==> src/common/decode_pkg.sv <==
`default_nettype none

package decode_pkg;

   typedef logic [31:2] instr_t;
   typedef logic [4:0]  opcode_t;
   typedef logic [2:0]  funct3_t;
   typedef logic [6:0]  funct7_t;
   typedef logic [11:0] funct12_t;
   typedef logic [4:0]  reg_idx_t;
   typedef logic [3:0]  alu_op_t;
   typedef logic [2:0]  mdu_op_t;
   typedef logic [1:0]  csr_op_t;
   typedef logic [1:0]  chip_sel_t;
   typedef logic [1:0]  wb_sel_t;
   typedef logic [3:0]  exc_cause_t;

   // Major opcodes, instruction bits 6 to 2
   localparam opcode_t OPC_LOAD   = 5'b00000;
   localparam opcode_t OPC_OP_IMM = 5'b00100;
   localparam opcode_t OPC_AUIPC  = 5'b00101;
   localparam opcode_t OPC_STORE  = 5'b01000;
   localparam opcode_t OPC_OP     = 5'b01100;
   localparam opcode_t OPC_LUI    = 5'b01101;
   localparam opcode_t OPC_BRANCH = 5'b11000;
   localparam opcode_t OPC_JALR   = 5'b11001;
   localparam opcode_t OPC_JAL    = 5'b11011;
   localparam opcode_t OPC_SYSTEM = 5'b11100;

   localparam funct3_t FUNCT3_JALR   = 3'b000;
   localparam funct3_t FUNCT3_SLL    = 3'b001;
   localparam funct3_t FUNCT3_SRL    = 3'b101;
   localparam funct3_t FUNCT3_PRIV   = 3'b000;
   localparam funct3_t FUNCT3_CSRRW  = 3'b001;
   localparam funct3_t FUNCT3_CSRRS  = 3'b010;
   localparam funct3_t FUNCT3_CSRRC  = 3'b011;
   localparam funct3_t FUNCT3_CSRRWI = 3'b101;
   localparam funct3_t FUNCT3_CSRRSI = 3'b110;
   localparam funct3_t FUNCT3_CSRRCI = 3'b111;

   localparam funct7_t FUNCT7_BASE = 7'h00;
   localparam funct7_t FUNCT7_ALT  = 7'h20;
   localparam funct7_t FUNCT7_MDU  = 7'h01;

   localparam funct12_t FUNCT12_ECALL  = 12'h000;
   localparam funct12_t FUNCT12_EBREAK = 12'h001;
   localparam funct12_t FUNCT12_MRET   = 12'h302;
   localparam funct12_t FUNCT12_WFI    = 12'h105;

   localparam alu_op_t ALU_ADD  = 4'd0;
   localparam alu_op_t ALU_SUB  = 4'd1;
   localparam alu_op_t ALU_SLL  = 4'd3;
   localparam alu_op_t ALU_SLT  = 4'd4;
   localparam alu_op_t ALU_SLTU = 4'd5;
   localparam alu_op_t ALU_XOR  = 4'd6;
   localparam alu_op_t ALU_SRL  = 4'd7;
   localparam alu_op_t ALU_SRA  = 4'd8;
   localparam alu_op_t ALU_OR   = 4'd9;
   localparam alu_op_t ALU_AND  = 4'd10;
   localparam alu_op_t ALU_LUI  = 4'd12;

   localparam csr_op_t CSR_WRITE = 2'd1;
   localparam csr_op_t CSR_SET   = 2'd2;
   localparam csr_op_t CSR_CLEAR = 2'd3;

   // Code 2 is reserved
   localparam chip_sel_t CHIP_ALU = 2'd0;
   localparam chip_sel_t CHIP_MDU = 2'd1;
   localparam chip_sel_t CHIP_CSR = 2'd3;

   localparam wb_sel_t WB_ALU = 2'd0;
   localparam wb_sel_t WB_MEM = 2'd1;
   localparam wb_sel_t WB_PC4 = 2'd3;

   localparam exc_cause_t EXC_ILLEGAL    = 4'd2;
   localparam exc_cause_t EXC_BREAKPOINT = 4'd3;
   localparam exc_cause_t EXC_ECALL      = 4'd11;

   // Registered control word: enable and flag bits on top, payload below
   localparam int CTRL_FLAG_W = 7;
   localparam int CTRL_DATA_W = 21;
   typedef logic [CTRL_FLAG_W+CTRL_DATA_W-1:0] ctrl_word_t;

   localparam ctrl_word_t ILLEGAL_CTRL = {7'b100_0000, EXC_ILLEGAL, 17'd0};

endpackage

`default_nettype wire

==> src/common/ctrl_if.sv <==
`timescale 1ns/1ps
`default_nettype none

interface ctrl_if;
   logic                   hit;
   logic                   exc_valid;
   decode_pkg::exc_cause_t exc_cause;
   logic                   is_mret;
   decode_pkg::chip_sel_t  chip_sel;
   logic                   csr_en;
   decode_pkg::csr_op_t    csr_op;
   logic                   csr_src_sel;
   decode_pkg::alu_op_t    alu_op;
   logic                   mdu_en;
   decode_pkg::mdu_op_t    mdu_op;
   logic                   rs2_negate_sel;
   logic                   reg_wr_en;
   decode_pkg::wb_sel_t    wb_sel;
   logic                   op1_sel;
   logic                   op2_sel;
   logic                   is_load;
   logic                   is_store;

   modport dec (output hit, exc_valid, exc_cause, is_mret, chip_sel, csr_en, csr_op,
                csr_src_sel, alu_op, mdu_en, mdu_op, rs2_negate_sel, reg_wr_en, wb_sel,
                op1_sel, op2_sel, is_load, is_store);
   modport sink (input hit, exc_valid, exc_cause, is_mret, chip_sel, csr_en, csr_op,
                 csr_src_sel, alu_op, mdu_en, mdu_op, rs2_negate_sel, reg_wr_en, wb_sel,
                 op1_sel, op2_sel, is_load, is_store);
endinterface

`default_nettype wire

==> src/decoder/int_decoder.sv <==
`timescale 1ns/1ps
`default_nettype none

module int_decoder (
   input  decode_pkg::instr_t instr_i,
   input  logic               m_ext_en_i,
   ctrl_if.dec                ctrl
);

   decode_pkg::opcode_t opcode;
   decode_pkg::funct3_t funct3;
   decode_pkg::funct7_t funct7;

   assign opcode = instr_i[6:2];
   assign funct3 = instr_i[14:12];
   assign funct7 = instr_i[31:25];

   // ALU operation selected by funct3 alone
   function automatic decode_pkg::alu_op_t base_alu_op(input decode_pkg::funct3_t f3);
      case (f3)
         3'd0:    base_alu_op = decode_pkg::ALU_ADD;
         3'd1:    base_alu_op = decode_pkg::ALU_SLL;
         3'd2:    base_alu_op = decode_pkg::ALU_SLT;
         3'd3:    base_alu_op = decode_pkg::ALU_SLTU;
         3'd4:    base_alu_op = decode_pkg::ALU_XOR;
         3'd5:    base_alu_op = decode_pkg::ALU_SRL;
         3'd6:    base_alu_op = decode_pkg::ALU_OR;
         default: base_alu_op = decode_pkg::ALU_AND;
      endcase
   endfunction

   always_comb begin
      ctrl.hit            = 1'b0;
      ctrl.exc_valid      = 1'b0;
      ctrl.exc_cause      = '0;
      ctrl.is_mret        = 1'b0;
      ctrl.chip_sel       = decode_pkg::CHIP_ALU;
      ctrl.csr_en         = 1'b0;
      ctrl.csr_op         = '0;
      ctrl.csr_src_sel    = 1'b0;
      ctrl.alu_op         = decode_pkg::ALU_ADD;
      ctrl.mdu_en         = 1'b0;
      ctrl.mdu_op         = '0;
      ctrl.rs2_negate_sel = 1'b0;
      ctrl.reg_wr_en      = 1'b0;
      ctrl.wb_sel         = decode_pkg::WB_ALU;
      ctrl.op1_sel        = 1'b0;
      ctrl.op2_sel        = 1'b0;
      ctrl.is_load        = 1'b0;
      ctrl.is_store       = 1'b0;

      case (opcode)
         decode_pkg::OPC_LOAD: begin
            ctrl.hit       = funct3 inside {3'd0, 3'd1, 3'd2, 3'd4, 3'd5};
            ctrl.reg_wr_en = 1'b1;
            ctrl.wb_sel    = decode_pkg::WB_MEM;
            ctrl.op2_sel   = 1'b1;
            ctrl.is_load   = 1'b1;
         end
         decode_pkg::OPC_STORE: begin
            ctrl.hit      = funct3 inside {3'd0, 3'd1, 3'd2};
            ctrl.op2_sel  = 1'b1;
            ctrl.is_store = 1'b1;
         end
         decode_pkg::OPC_BRANCH: begin
            // BEQ, BNE, BLT, BGE, BLTU, BGEU
            ctrl.hit     = !(funct3 inside {3'd2, 3'd3});
            ctrl.op1_sel = 1'b1;
            ctrl.op2_sel = 1'b1;
         end
         decode_pkg::OPC_LUI: begin
            ctrl.hit       = 1'b1;
            ctrl.alu_op    = decode_pkg::ALU_LUI;
            ctrl.reg_wr_en = 1'b1;
            ctrl.op2_sel   = 1'b1;
         end
         decode_pkg::OPC_AUIPC, decode_pkg::OPC_JAL, decode_pkg::OPC_JALR: begin
            ctrl.hit       = (opcode != decode_pkg::OPC_JALR) ||
                             (funct3 == decode_pkg::FUNCT3_JALR);
            ctrl.reg_wr_en = 1'b1;
            ctrl.wb_sel    = (opcode == decode_pkg::OPC_AUIPC) ? decode_pkg::WB_ALU
                                                               : decode_pkg::WB_PC4;
            ctrl.op1_sel   = (opcode != decode_pkg::OPC_JALR);
            ctrl.op2_sel   = 1'b1;
         end
         decode_pkg::OPC_OP_IMM: begin
            if (funct3 == decode_pkg::FUNCT3_SLL) begin
               ctrl.hit = (funct7 == decode_pkg::FUNCT7_BASE);
            end else if (funct3 == decode_pkg::FUNCT3_SRL) begin
               ctrl.hit = funct7 inside {decode_pkg::FUNCT7_BASE, decode_pkg::FUNCT7_ALT};
            end else begin
               ctrl.hit = 1'b1;
            end
            ctrl.alu_op    = (funct3 == decode_pkg::FUNCT3_SRL &&
                              funct7 == decode_pkg::FUNCT7_ALT) ? decode_pkg::ALU_SRA
                                                                : base_alu_op(funct3);
            ctrl.reg_wr_en = 1'b1;
            ctrl.op2_sel   = 1'b1;
         end
         decode_pkg::OPC_OP: begin
            ctrl.reg_wr_en = 1'b1;
            case (funct7)
               decode_pkg::FUNCT7_BASE: begin
                  ctrl.hit    = 1'b1;
                  ctrl.alu_op = base_alu_op(funct3);
               end
               decode_pkg::FUNCT7_ALT: begin
                  // Only SUB and SRA use the alternate encoding
                  ctrl.hit            = funct3 inside {3'd0, decode_pkg::FUNCT3_SRL};
                  ctrl.alu_op         = (funct3 == decode_pkg::FUNCT3_SRL) ? decode_pkg::ALU_SRA
                                                                           : decode_pkg::ALU_SUB;
                  ctrl.rs2_negate_sel = (funct3 == 3'd0);
               end
               decode_pkg::FUNCT7_MDU: begin
                  ctrl.hit      = m_ext_en_i;
                  ctrl.mdu_en   = 1'b1;
                  ctrl.chip_sel = decode_pkg::CHIP_MDU;
                  ctrl.mdu_op   = funct3;
               end
               default: ;
            endcase
         end
         default: ;
      endcase
   end

endmodule

`default_nettype wire

==> src/decoder/system_decoder.sv <==
`timescale 1ns/1ps
`default_nettype none

module system_decoder (
   input  decode_pkg::instr_t instr_i,
   ctrl_if.dec                ctrl
);

   decode_pkg::opcode_t  opcode;
   decode_pkg::funct3_t  funct3;
   decode_pkg::funct12_t funct12;
   decode_pkg::reg_idx_t rd;
   decode_pkg::reg_idx_t rs1;
   logic                 is_system;

   assign opcode    = instr_i[6:2];
   assign rd        = instr_i[11:7];
   assign funct3    = instr_i[14:12];
   assign rs1       = instr_i[19:15];
   assign funct12   = instr_i[31:20];
   assign is_system = (opcode == decode_pkg::OPC_SYSTEM);

   always_comb begin
      ctrl.hit            = 1'b0;
      ctrl.exc_valid      = 1'b0;
      ctrl.exc_cause      = '0;
      ctrl.is_mret        = 1'b0;
      ctrl.chip_sel       = decode_pkg::CHIP_ALU;
      ctrl.csr_en         = 1'b0;
      ctrl.csr_op         = '0;
      ctrl.csr_src_sel    = funct3[2];
      ctrl.alu_op         = decode_pkg::ALU_ADD;
      ctrl.mdu_en         = 1'b0;
      ctrl.mdu_op         = '0;
      ctrl.rs2_negate_sel = 1'b0;
      ctrl.reg_wr_en      = 1'b0;
      ctrl.wb_sel         = decode_pkg::WB_ALU;
      ctrl.op1_sel        = 1'b0;
      ctrl.op2_sel        = 1'b0;
      ctrl.is_load        = 1'b0;
      ctrl.is_store       = 1'b0;

      case (funct3)
         decode_pkg::FUNCT3_CSRRW, decode_pkg::FUNCT3_CSRRWI: begin
            ctrl.csr_en = is_system;
            ctrl.csr_op = decode_pkg::CSR_WRITE;
         end
         decode_pkg::FUNCT3_CSRRS, decode_pkg::FUNCT3_CSRRSI: begin
            ctrl.csr_en = is_system;
            ctrl.csr_op = decode_pkg::CSR_SET;
         end
         decode_pkg::FUNCT3_CSRRC, decode_pkg::FUNCT3_CSRRCI: begin
            ctrl.csr_en = is_system;
            ctrl.csr_op = decode_pkg::CSR_CLEAR;
         end
         decode_pkg::FUNCT3_PRIV: begin
            // Privileged forms need rd and rs1 both zero
            if (is_system && rd == '0 && rs1 == '0) begin
               case (funct12)
                  decode_pkg::FUNCT12_ECALL: begin
                     ctrl.hit       = 1'b1;
                     ctrl.exc_valid = 1'b1;
                     ctrl.exc_cause = decode_pkg::EXC_ECALL;
                  end
                  decode_pkg::FUNCT12_EBREAK: begin
                     ctrl.hit       = 1'b1;
                     ctrl.exc_valid = 1'b1;
                     ctrl.exc_cause = decode_pkg::EXC_BREAKPOINT;
                  end
                  decode_pkg::FUNCT12_MRET: begin
                     ctrl.hit     = 1'b1;
                     ctrl.is_mret = 1'b1;
                  end
                  decode_pkg::FUNCT12_WFI: ctrl.hit = 1'b1;
                  default: ;
               endcase
            end
            ctrl.csr_src_sel = 1'b0;
         end
         default: ctrl.csr_src_sel = 1'b0;
      endcase

      if (ctrl.csr_en) begin
         ctrl.hit       = 1'b1;
         ctrl.chip_sel  = decode_pkg::CHIP_CSR;
         ctrl.reg_wr_en = 1'b1;
      end else if (!ctrl.hit) begin
         ctrl.csr_src_sel = 1'b0;
      end
   end

   // CSR access always routes to the CSR unit
   always_comb begin
      assert (!ctrl.csr_en || ctrl.chip_sel == decode_pkg::CHIP_CSR)
         else $error("csr_en without CSR chip select");
   end

endmodule

`default_nettype wire

==> src/hdl/decode_stage.sv <==
`timescale 1ns/1ps
`default_nettype none

module decode_stage (
   input  logic                   clk_i,
   input  logic                   rst_i,
   input  logic                   valid_i,
   input  decode_pkg::instr_t     instr_i,
   input  logic                   m_ext_en_i,
   output logic                   valid_o,
   output logic                   exc_valid_o,
   output decode_pkg::exc_cause_t exc_cause_o,
   output logic                   is_mret_o,
   output decode_pkg::chip_sel_t  chip_sel_o,
   output logic                   csr_en_o,
   output decode_pkg::csr_op_t    csr_op_o,
   output logic                   csr_src_sel_o,
   output decode_pkg::alu_op_t    alu_op_o,
   output logic                   mdu_en_o,
   output decode_pkg::mdu_op_t    mdu_op_o,
   output logic                   rs2_negate_sel_o,
   output logic                   reg_wr_en_o,
   output decode_pkg::wb_sel_t    wb_sel_o,
   output logic                   op1_sel_o,
   output logic                   op2_sel_o,
   output logic                   is_load_o,
   output logic                   is_store_o
);

   ctrl_if ctrl_int ();
   ctrl_if ctrl_sys ();

   decode_pkg::ctrl_word_t             int_word_w;
   decode_pkg::ctrl_word_t             sys_word_w;
   decode_pkg::ctrl_word_t             dec_word_w;
   logic [decode_pkg::CTRL_FLAG_W-1:0] flag_q;
   logic [decode_pkg::CTRL_DATA_W-1:0] data_q;

   int_decoder u_int_dec (
      .instr_i    (instr_i),
      .m_ext_en_i (m_ext_en_i),
      .ctrl       (ctrl_int)
   );

   system_decoder u_sys_dec (
      .instr_i (instr_i),
      .ctrl    (ctrl_sys)
   );

   assign int_word_w = {ctrl_int.exc_valid, ctrl_int.is_mret, ctrl_int.csr_en, ctrl_int.mdu_en,
                        ctrl_int.reg_wr_en, ctrl_int.is_load, ctrl_int.is_store,
                        ctrl_int.exc_cause, ctrl_int.chip_sel, ctrl_int.csr_op,
                        ctrl_int.csr_src_sel, ctrl_int.alu_op, ctrl_int.mdu_op,
                        ctrl_int.rs2_negate_sel, ctrl_int.wb_sel, ctrl_int.op1_sel,
                        ctrl_int.op2_sel};
   assign sys_word_w = {ctrl_sys.exc_valid, ctrl_sys.is_mret, ctrl_sys.csr_en, ctrl_sys.mdu_en,
                        ctrl_sys.reg_wr_en, ctrl_sys.is_load, ctrl_sys.is_store,
                        ctrl_sys.exc_cause, ctrl_sys.chip_sel, ctrl_sys.csr_op,
                        ctrl_sys.csr_src_sel, ctrl_sys.alu_op, ctrl_sys.mdu_op,
                        ctrl_sys.rs2_negate_sel, ctrl_sys.wb_sel, ctrl_sys.op1_sel,
                        ctrl_sys.op2_sel};

   // Nobody claimed it means illegal instruction
   assign dec_word_w = ctrl_int.hit ? int_word_w :
                       ctrl_sys.hit ? sys_word_w : decode_pkg::ILLEGAL_CTRL;

   always_ff @(posedge clk_i) begin
      if (rst_i) begin
         valid_o <= 1'b0;
         flag_q  <= '0;
      end else begin
         valid_o <= valid_i;
         flag_q  <= valid_i ? dec_word_w[$bits(dec_word_w)-1 -: decode_pkg::CTRL_FLAG_W] : '0;
      end
   end

   always_ff @(posedge clk_i) begin
      if (valid_i) begin
         data_q <= dec_word_w[decode_pkg::CTRL_DATA_W-1:0];
      end
   end

   assign {exc_valid_o, is_mret_o, csr_en_o, mdu_en_o, reg_wr_en_o, is_load_o,
           is_store_o} = flag_q;
   assign {exc_cause_o, chip_sel_o, csr_op_o, csr_src_sel_o, alu_op_o, mdu_op_o,
           rs2_negate_sel_o, wb_sel_o, op1_sel_o, op2_sel_o} = data_q;

   // Sub-decoders own disjoint opcodes
   assert property (@(posedge clk_i) disable iff (rst_i) !(ctrl_int.hit && ctrl_sys.hit))
      else $error("both sub-decoders claimed the instruction");

   assert property (@(posedge clk_i) rst_i |=> !valid_o)
      else $error("valid_o high right after reset");

endmodule

`default_nettype wire

==> config.mk <==
export PLATFORM = sky130hd
export DESIGN_NAME = decode_stage
export DESIGN_NICKNAME = d
export VERILOG_FILES = /design/src/common/decode_pkg.sv /design/src/common/ctrl_if.sv /design/src/decoder/int_decoder.sv /design/src/decoder/system_decoder.sv /design/src/hdl/decode_stage.sv
export SDC_FILE = /design/constraint.sdc
export NUM_CORES = 1
export LEC_CHECK = 0
export BUFFER_PORTS_ARGS = -buffer_cell sky130_fd_sc_hd__buf_2
export CORE_MARGIN = 5
export CORE_UTILIZATION = 48
export DETAILED_ROUTE_END_ITERATION = 12
export PLACE_DENSITY = 0.83
export SYNTH_ARGS = -nofsm -noshare
export SYNTH_HDL_FRONTEND = slang
export SYNTH_SLANG_ARGS = --single-unit
export TNS_END_PERCENT = 30
==> constraint.sdc <==
create_clock -name clk_i -period 2.3 [get_ports clk_i]
set_clock_uncertainty 0.05 [all_clocks]
set_input_delay 0.46 -clock clk_i [delete_from_list [all_inputs] [get_ports clk_i]]
set_output_delay 0.46 -clock clk_i [all_outputs]
set_load 0.1 [all_outputs]
* After elaboration in Yosys (flattened, before gate mapping)
Index checks and enable logic that the tools add are counted.
** Cells by class
- Equality and inequality tests :: 22
- Mux-type cells :: 46
- Bitwise logic cells :: 4
- Reductions and logical operators :: 31
** Operators by type and width (count)
- $mux W28 :: 1
- $pmux W4 S7 :: 1
- $mux W1 :: 26
- $mux W25 :: 1
- $eq A5 B5 Y1 const B :: 4
- $mux W4 :: 4
- $pmux W4 S2 :: 2
- $eq A5 B4 Y1 const B :: 3
- $logic_not A5 Y1 :: 3
- $eq A12 B1 Y1 const B :: 1
- $eq A12 B10 Y1 const B :: 1
- $eq A12 B9 Y1 const B :: 1
- $eq A3 B3 Y1 const B :: 4
- $logic_not A12 Y1 :: 1
- $pmux W4 S3 :: 1
- $reduce_or A2 Y1 :: 6
- $reduce_or A4 Y1 :: 3
- $reduce_or A6 Y1 :: 2
- $eq A5 B3 Y1 const B :: 2
- $reduce_or A8 Y1 :: 1
- $eq A7 B1 Y1 const B :: 1
- $eq A7 B6 Y1 const B :: 1
- $logic_not A7 Y1 :: 1
- $pmux W1 S7 :: 1
- other kinds (19) :: 31
** Storage, ports and cells
- Bits in registers :: 29
- Input bits :: 34
- Output and inout bits :: 29
- Logic and storage cells :: 112

* Logic depth before layout (Yosys ltp)
- Depth after elaboration :: 9
- Depth in mapped cells :: 7
- Mapped depth without buffers :: 6

* Modules after synthesis
From an unflattened synthesis, not the netlist that was laid out.
** Second synthesis, totals
- Cell total of the unflattened synthesis :: 231
- Area, all modules :: 2179.6 um2
** Modules (own cells, without submodules)
- decode_stage :: times used 1, cells an instance 83, area each 1193.6 um2, seq. area each 790.8 um2
- int_decoder :: times used 1, cells an instance 100, area each 666.9 um2, seq. area each 0.0 um2
- system_decoder :: times used 1, cells an instance 48, area each 319.1 um2, seq. area each 0.0 um2

* Worst setup path after synthesis
Ideal clock, no wire load.
- Path type :: in2reg
- Start :: input port instr_i[12]
- End :: register data_q[9] in the netlist's numbering (data pin)
- Library setup time :: 0.274 ns
- Data arrival time :: 1.745 ns
- Required time :: 1.976 ns
- Slack :: 0.230 ns
- Cell stages on the path :: 7
- Path buffers :: 1
- Cell sequence :: buf_4 inv_1 ha_1 o31ai_2 o2111ai_1 a211oi_4 nor4_1
** Between the ends
- Word-level cells in the longest chain between the ends :: 5
- Elaborated cells between the ends (all ways) :: 23
- Those cells by class :: eq/ne: 6; mux: 9; reduce/logical: 8
** RTL lines
- from (decl) :: line decode_stage.sv:8 : input decode_pkg::instr_t instr_i,
- $eq A3 B3 Y1, or another cell as far along :: line int_decoder.sv:20 : case (f3)
- $pmux W4 S7, or another cell as far along :: line int_decoder.sv:20
- $pmux W4 S2, or another cell as far along :: line int_decoder.sv:102 : case (funct7)
- $pmux W4 S3 or $pmux W1 S7 (tied branches) :: line int_decoder.sv:52 : case (opcode)
- $mux W25 * :: line decode_stage.sv:64 : assign dec_word_w = ctrl_int.hit ? int_word_w :
- to (signal assigned) :: line decode_stage.sv:79 : data_q <= dec_word_w[decode_pkg::CTRL_DATA_W-1:0];
- to (decl) :: line decode_stage.sv:37 : logic [decode_pkg::CTRL_DATA_W-1:0] data_q;
Mark *: on every way between the ends. The rest lies on a longest branch, timed or not.
A chain may end at the register's enable or synchronous reset.

* Final worst setup path
- Start :: input port instr_i[11]
- End :: register data_q[11] in the netlist's numbering (data pin)
** Between the ends
- Word-level cells in the longest chain between the ends :: 5
- Elaborated cells between the ends (all ways) :: 24
- Those cells by class :: eq/ne: 6; mux: 10; reduce/logical: 8
** RTL lines (line)
- $eq A3 B3 Y1, or another cell as far along :: int_decoder.sv:20
- $pmux W4 S7, or another cell as far along :: int_decoder.sv:20
- $pmux W4 S2, or another cell as far along :: int_decoder.sv:102
- $pmux W4 S3 or $pmux W1 S7 (tied branches) :: int_decoder.sv:52
- $mux W25 * :: decode_stage.sv:64
Marks and branches as above.

==> key figures <==
Clocking
  – Root buffer cell: clkbuf_4
  – Post-CTS Resized: 0
  – CTS Hold Bufs: 0
  – CTS Buffer Depth: 2
  – Clock Pin Slew Worst Setup and Hold Paths: 0.16 ns
  – Cts bufs inserted: 3
  – Number of H-tree levels: 1
  – CTS Sinks: 28
  – TritonCTS clock tree: done
  – Post-CTS Setup Bufs: 0

Synthesis
  – Yosys cell types: 45
  – Area leader, netlist: edfxtp_1
  – YS warnings: 0
  – Net Count, Synth: between 150 and 200
  – Register bit total from synthesis: 28
  – Cells after Synth: approximately 160
  – Sequential share of the synthesized area: 0.4907
  – Share of the synthesized area in the top cell type: 0.3874
  – Leading post-synthesis cells by cell area: edfxtp_1 (39%), dfxtp_1 (10%), nor2_1 (5.3%)
  – Post-synthesis area per instance: 9.874 µm²
  – Synthesized cell area: 1550 µm²

Global routing
  – First-pass GRT wire length: 6078 µm
  – Total GRT Usage: 0.1781
  – Vias in the first global route: between 1000 and 1500
  – Largest net degree at the start of global routing: 17
  – Grt ovf: 0
  – Initial antenna violation count: 0

Timing
  – Setup TNS: 0 ns
  – Final setup vio count: 0
  – Fin Hold WS: approximately 0.35 ns
  – Setup WS post-layout: 0.3920 ns
  – Tcrit/Tclk final: 0.8296
  – RSZ-0062 raised after global routing: false
  – Fmax: 524.1 MHz
  – Final min period: roughly 1.9 ns
  – Fin. max-slew vios: 0
  – Final Hold Violating Endpoints: 0

Detailed routing
  – Via Count: 1447
  – Vias per inst: 5.419
  – Post-DR wirelength/cell: 14.20 µm
  – Total wire length: approximately 3800 µm
  – Pre-antenna DRT Iters: 4
  – Initial detailed-routing violation count: 110
  – DRC Markers: 0
  – Final antenna-violating net count: 0

Setup path
  – Critical path arrival: between 1.5 and 2 ns
  – CP max stage cell: a211oi_4
  – Top Family by Delay on Critical Path: compound AO/OA/AOI/OAI gates
  – Critical path depth: 7
  – CP Cell Sequence: buf_2, inv_1, ha_1, o31ai_2, o2111ai_1, a211oi_4, nor3_1
  – Crit path buffers/inverters: 2
  – Crit path capture type: flop
  – Crit-path max cell delay: 0.40 ns
  – Crit start category: input port
  – Critical path peak fanout: 10
  – Worst Setup SP: instr_i[11]
  – Setup CP Type: input port to flop
  – Worst path required time: between 2 and 2.5 ns

Placement
  – Setup WS pre-CTS: 0.01201 ns
  – Hpwl dp: 3046 µm
  – Routability cong.: 0.9186
  – # port buffers: 61

Layout
  – Nets@finish: about 260
  – Diodes inserted: 0
  – Filler cell count: between 200 and 300
  – Share of post-route cells with drive strength above 1: 0.3587
  – Layout area overhead: 27.12%

Power
  – Final Power: 1192 µW
  – PwrDens: a little over 600 nW/µm²
  – Pleak: 0.0008569 µW
  – Maximum ir drop on the vdd rail: 0.2156 mV

Flow run
  – MaxCap Viol Count: 0

Floorplan
  – Chip height: 66.83 µm
  – Die ar.: 4466 µm²
  – Die X: roughly 67 µm
  – Total core area: 3078 µm²
  – Top Ports: 63
  – Starting Density: 0.5037
  – Rows: 20

Worst hold path
  – Hold depth: 3
  – Hold WC Path Type: input port to flop
  – Hold Path Origin: instr_i[26]

Run status
  – Outcome: complete, no violations
==> layout make-up <==
| cell class | count | area [µm²] | share of cell area |
|---|---|---|---|
| Inverter | 8 | 30.03 | 0.01524 |
| Multi-Input combinational cell | 115 | 719.4 | 0.3651 |
| Sequential cell | 28 | 760.7 | 0.3860 |
| Clock buffer | 4 | 47.55 | 0.02413 |
| Tap cell | 44 | 55.05 | 0.02794 |
| Timing Repair Buffer | 68 | 357.8 | 0.1816 |
==> metal layers <==
layer | global-route usage | routed length [µm]
met3 | 0.02530 | 370
met4 | 0.05584 | 23
met1 | 0.2338 | 1589
met2 | 0.3007 | 1808
met5 | 0 | 0
==> cells by family (layout without fill, tap and decap cells) <==
logic type / count (synthesis) / after routing / synth area share
AND/OR/NAND/NOR: 76 / 76 / 0.2639
AO/OA/AOI/OAI: 31 / 31 / 0.1485
flip-flops: 28 / 28 / 0.4907
buffers and inverters: 14 / 80 / 0.04519
adder cells (fa/ha/maj): 4 / 4 / 0.03229
XOR/XNOR: 3 / 3 / 0.01695
other: 1 / 1 / 0.002419
==> state kept, by name, summed over array words and instances (netlist names) <==
| name | flops |
|---|---|
| flag_q | 7 |
| data_q | 20 |
| valid_o | 1 |
==> per-stage QoR <==
stage,utilization,cell area (µm²),instances
floorplan,-,1550,157
global placement,0.6248,1923,263
detailed placement,0.6248,1923,263
CTS,0.6402,1971,267
global route,0.6402,1971,267
finish,0.6402,1971,267
==> synth_stat cells, drive strengths merged <==
master / count
dfxtp: 8
and3b: 2
a21o: 1
and3: 2
a211oi: 4
a21oi: 4
nand2: 14
xnor2: 1
or4: 1
a22oi: 1
edfxtp: 20
o21ai: 8
nand3b: 1
a31oi: 3
or2: 3
a311oi: 1
nor4bb: 2
nor3: 8
nor2: 22
o21a: 1
clkbuf: 1
o2111ai: 1
inv: 8
and2: 1
nor3b: 3
o211ai: 2
buf: 5
o311ai: 1
o31ai: 1
xor2: 2
a41o: 1
ha: 4
o211a: 1
nand3: 3
nand2b: 4
a2bb2oi: 1
nand4: 2
conb: 1
nor4: 8
==> report_power, final <==
group | switching (µW) | total [µW] | internal, µW
sequential | 5.42 | 568 | 562
combinational | 271 | 345 | 73.7
clock | 147 | 280 | 133
==> cell usage in the layout, fill, tap and decap left out, types with 2 or more instances in the layout <==
cell / count
a211oi_1: 3
a21oi_1: 4
a31oi_1: 3
and3_1: 2
buf_2: 61
buf_4: 7
clkbuf_4: 3
dfxtp_1: 8
edfxtp_1: 20
ha_1: 4
inv_1: 8
nand2_1: 14
nand2b_1: 4
nand3_1: 3
nand4_1: 2
nor2_1: 22
nor3_1: 8
nor3b_1: 3
nor4_1: 7
nor4bb_1: 2
o211ai_1: 2
o21ai_0: 7
or2_2: 3
xor2_1: 2
==> worst paths after layout <==
path                                        to  slack [ns]
worst min-delay path      flag_q[5]$_SDFF_PP0_        0.35
worst max-delay path  data_q[11]$_SDFFCE_PN0P_        0.39
Note: power is estimated with default switching activity, not from simulation.
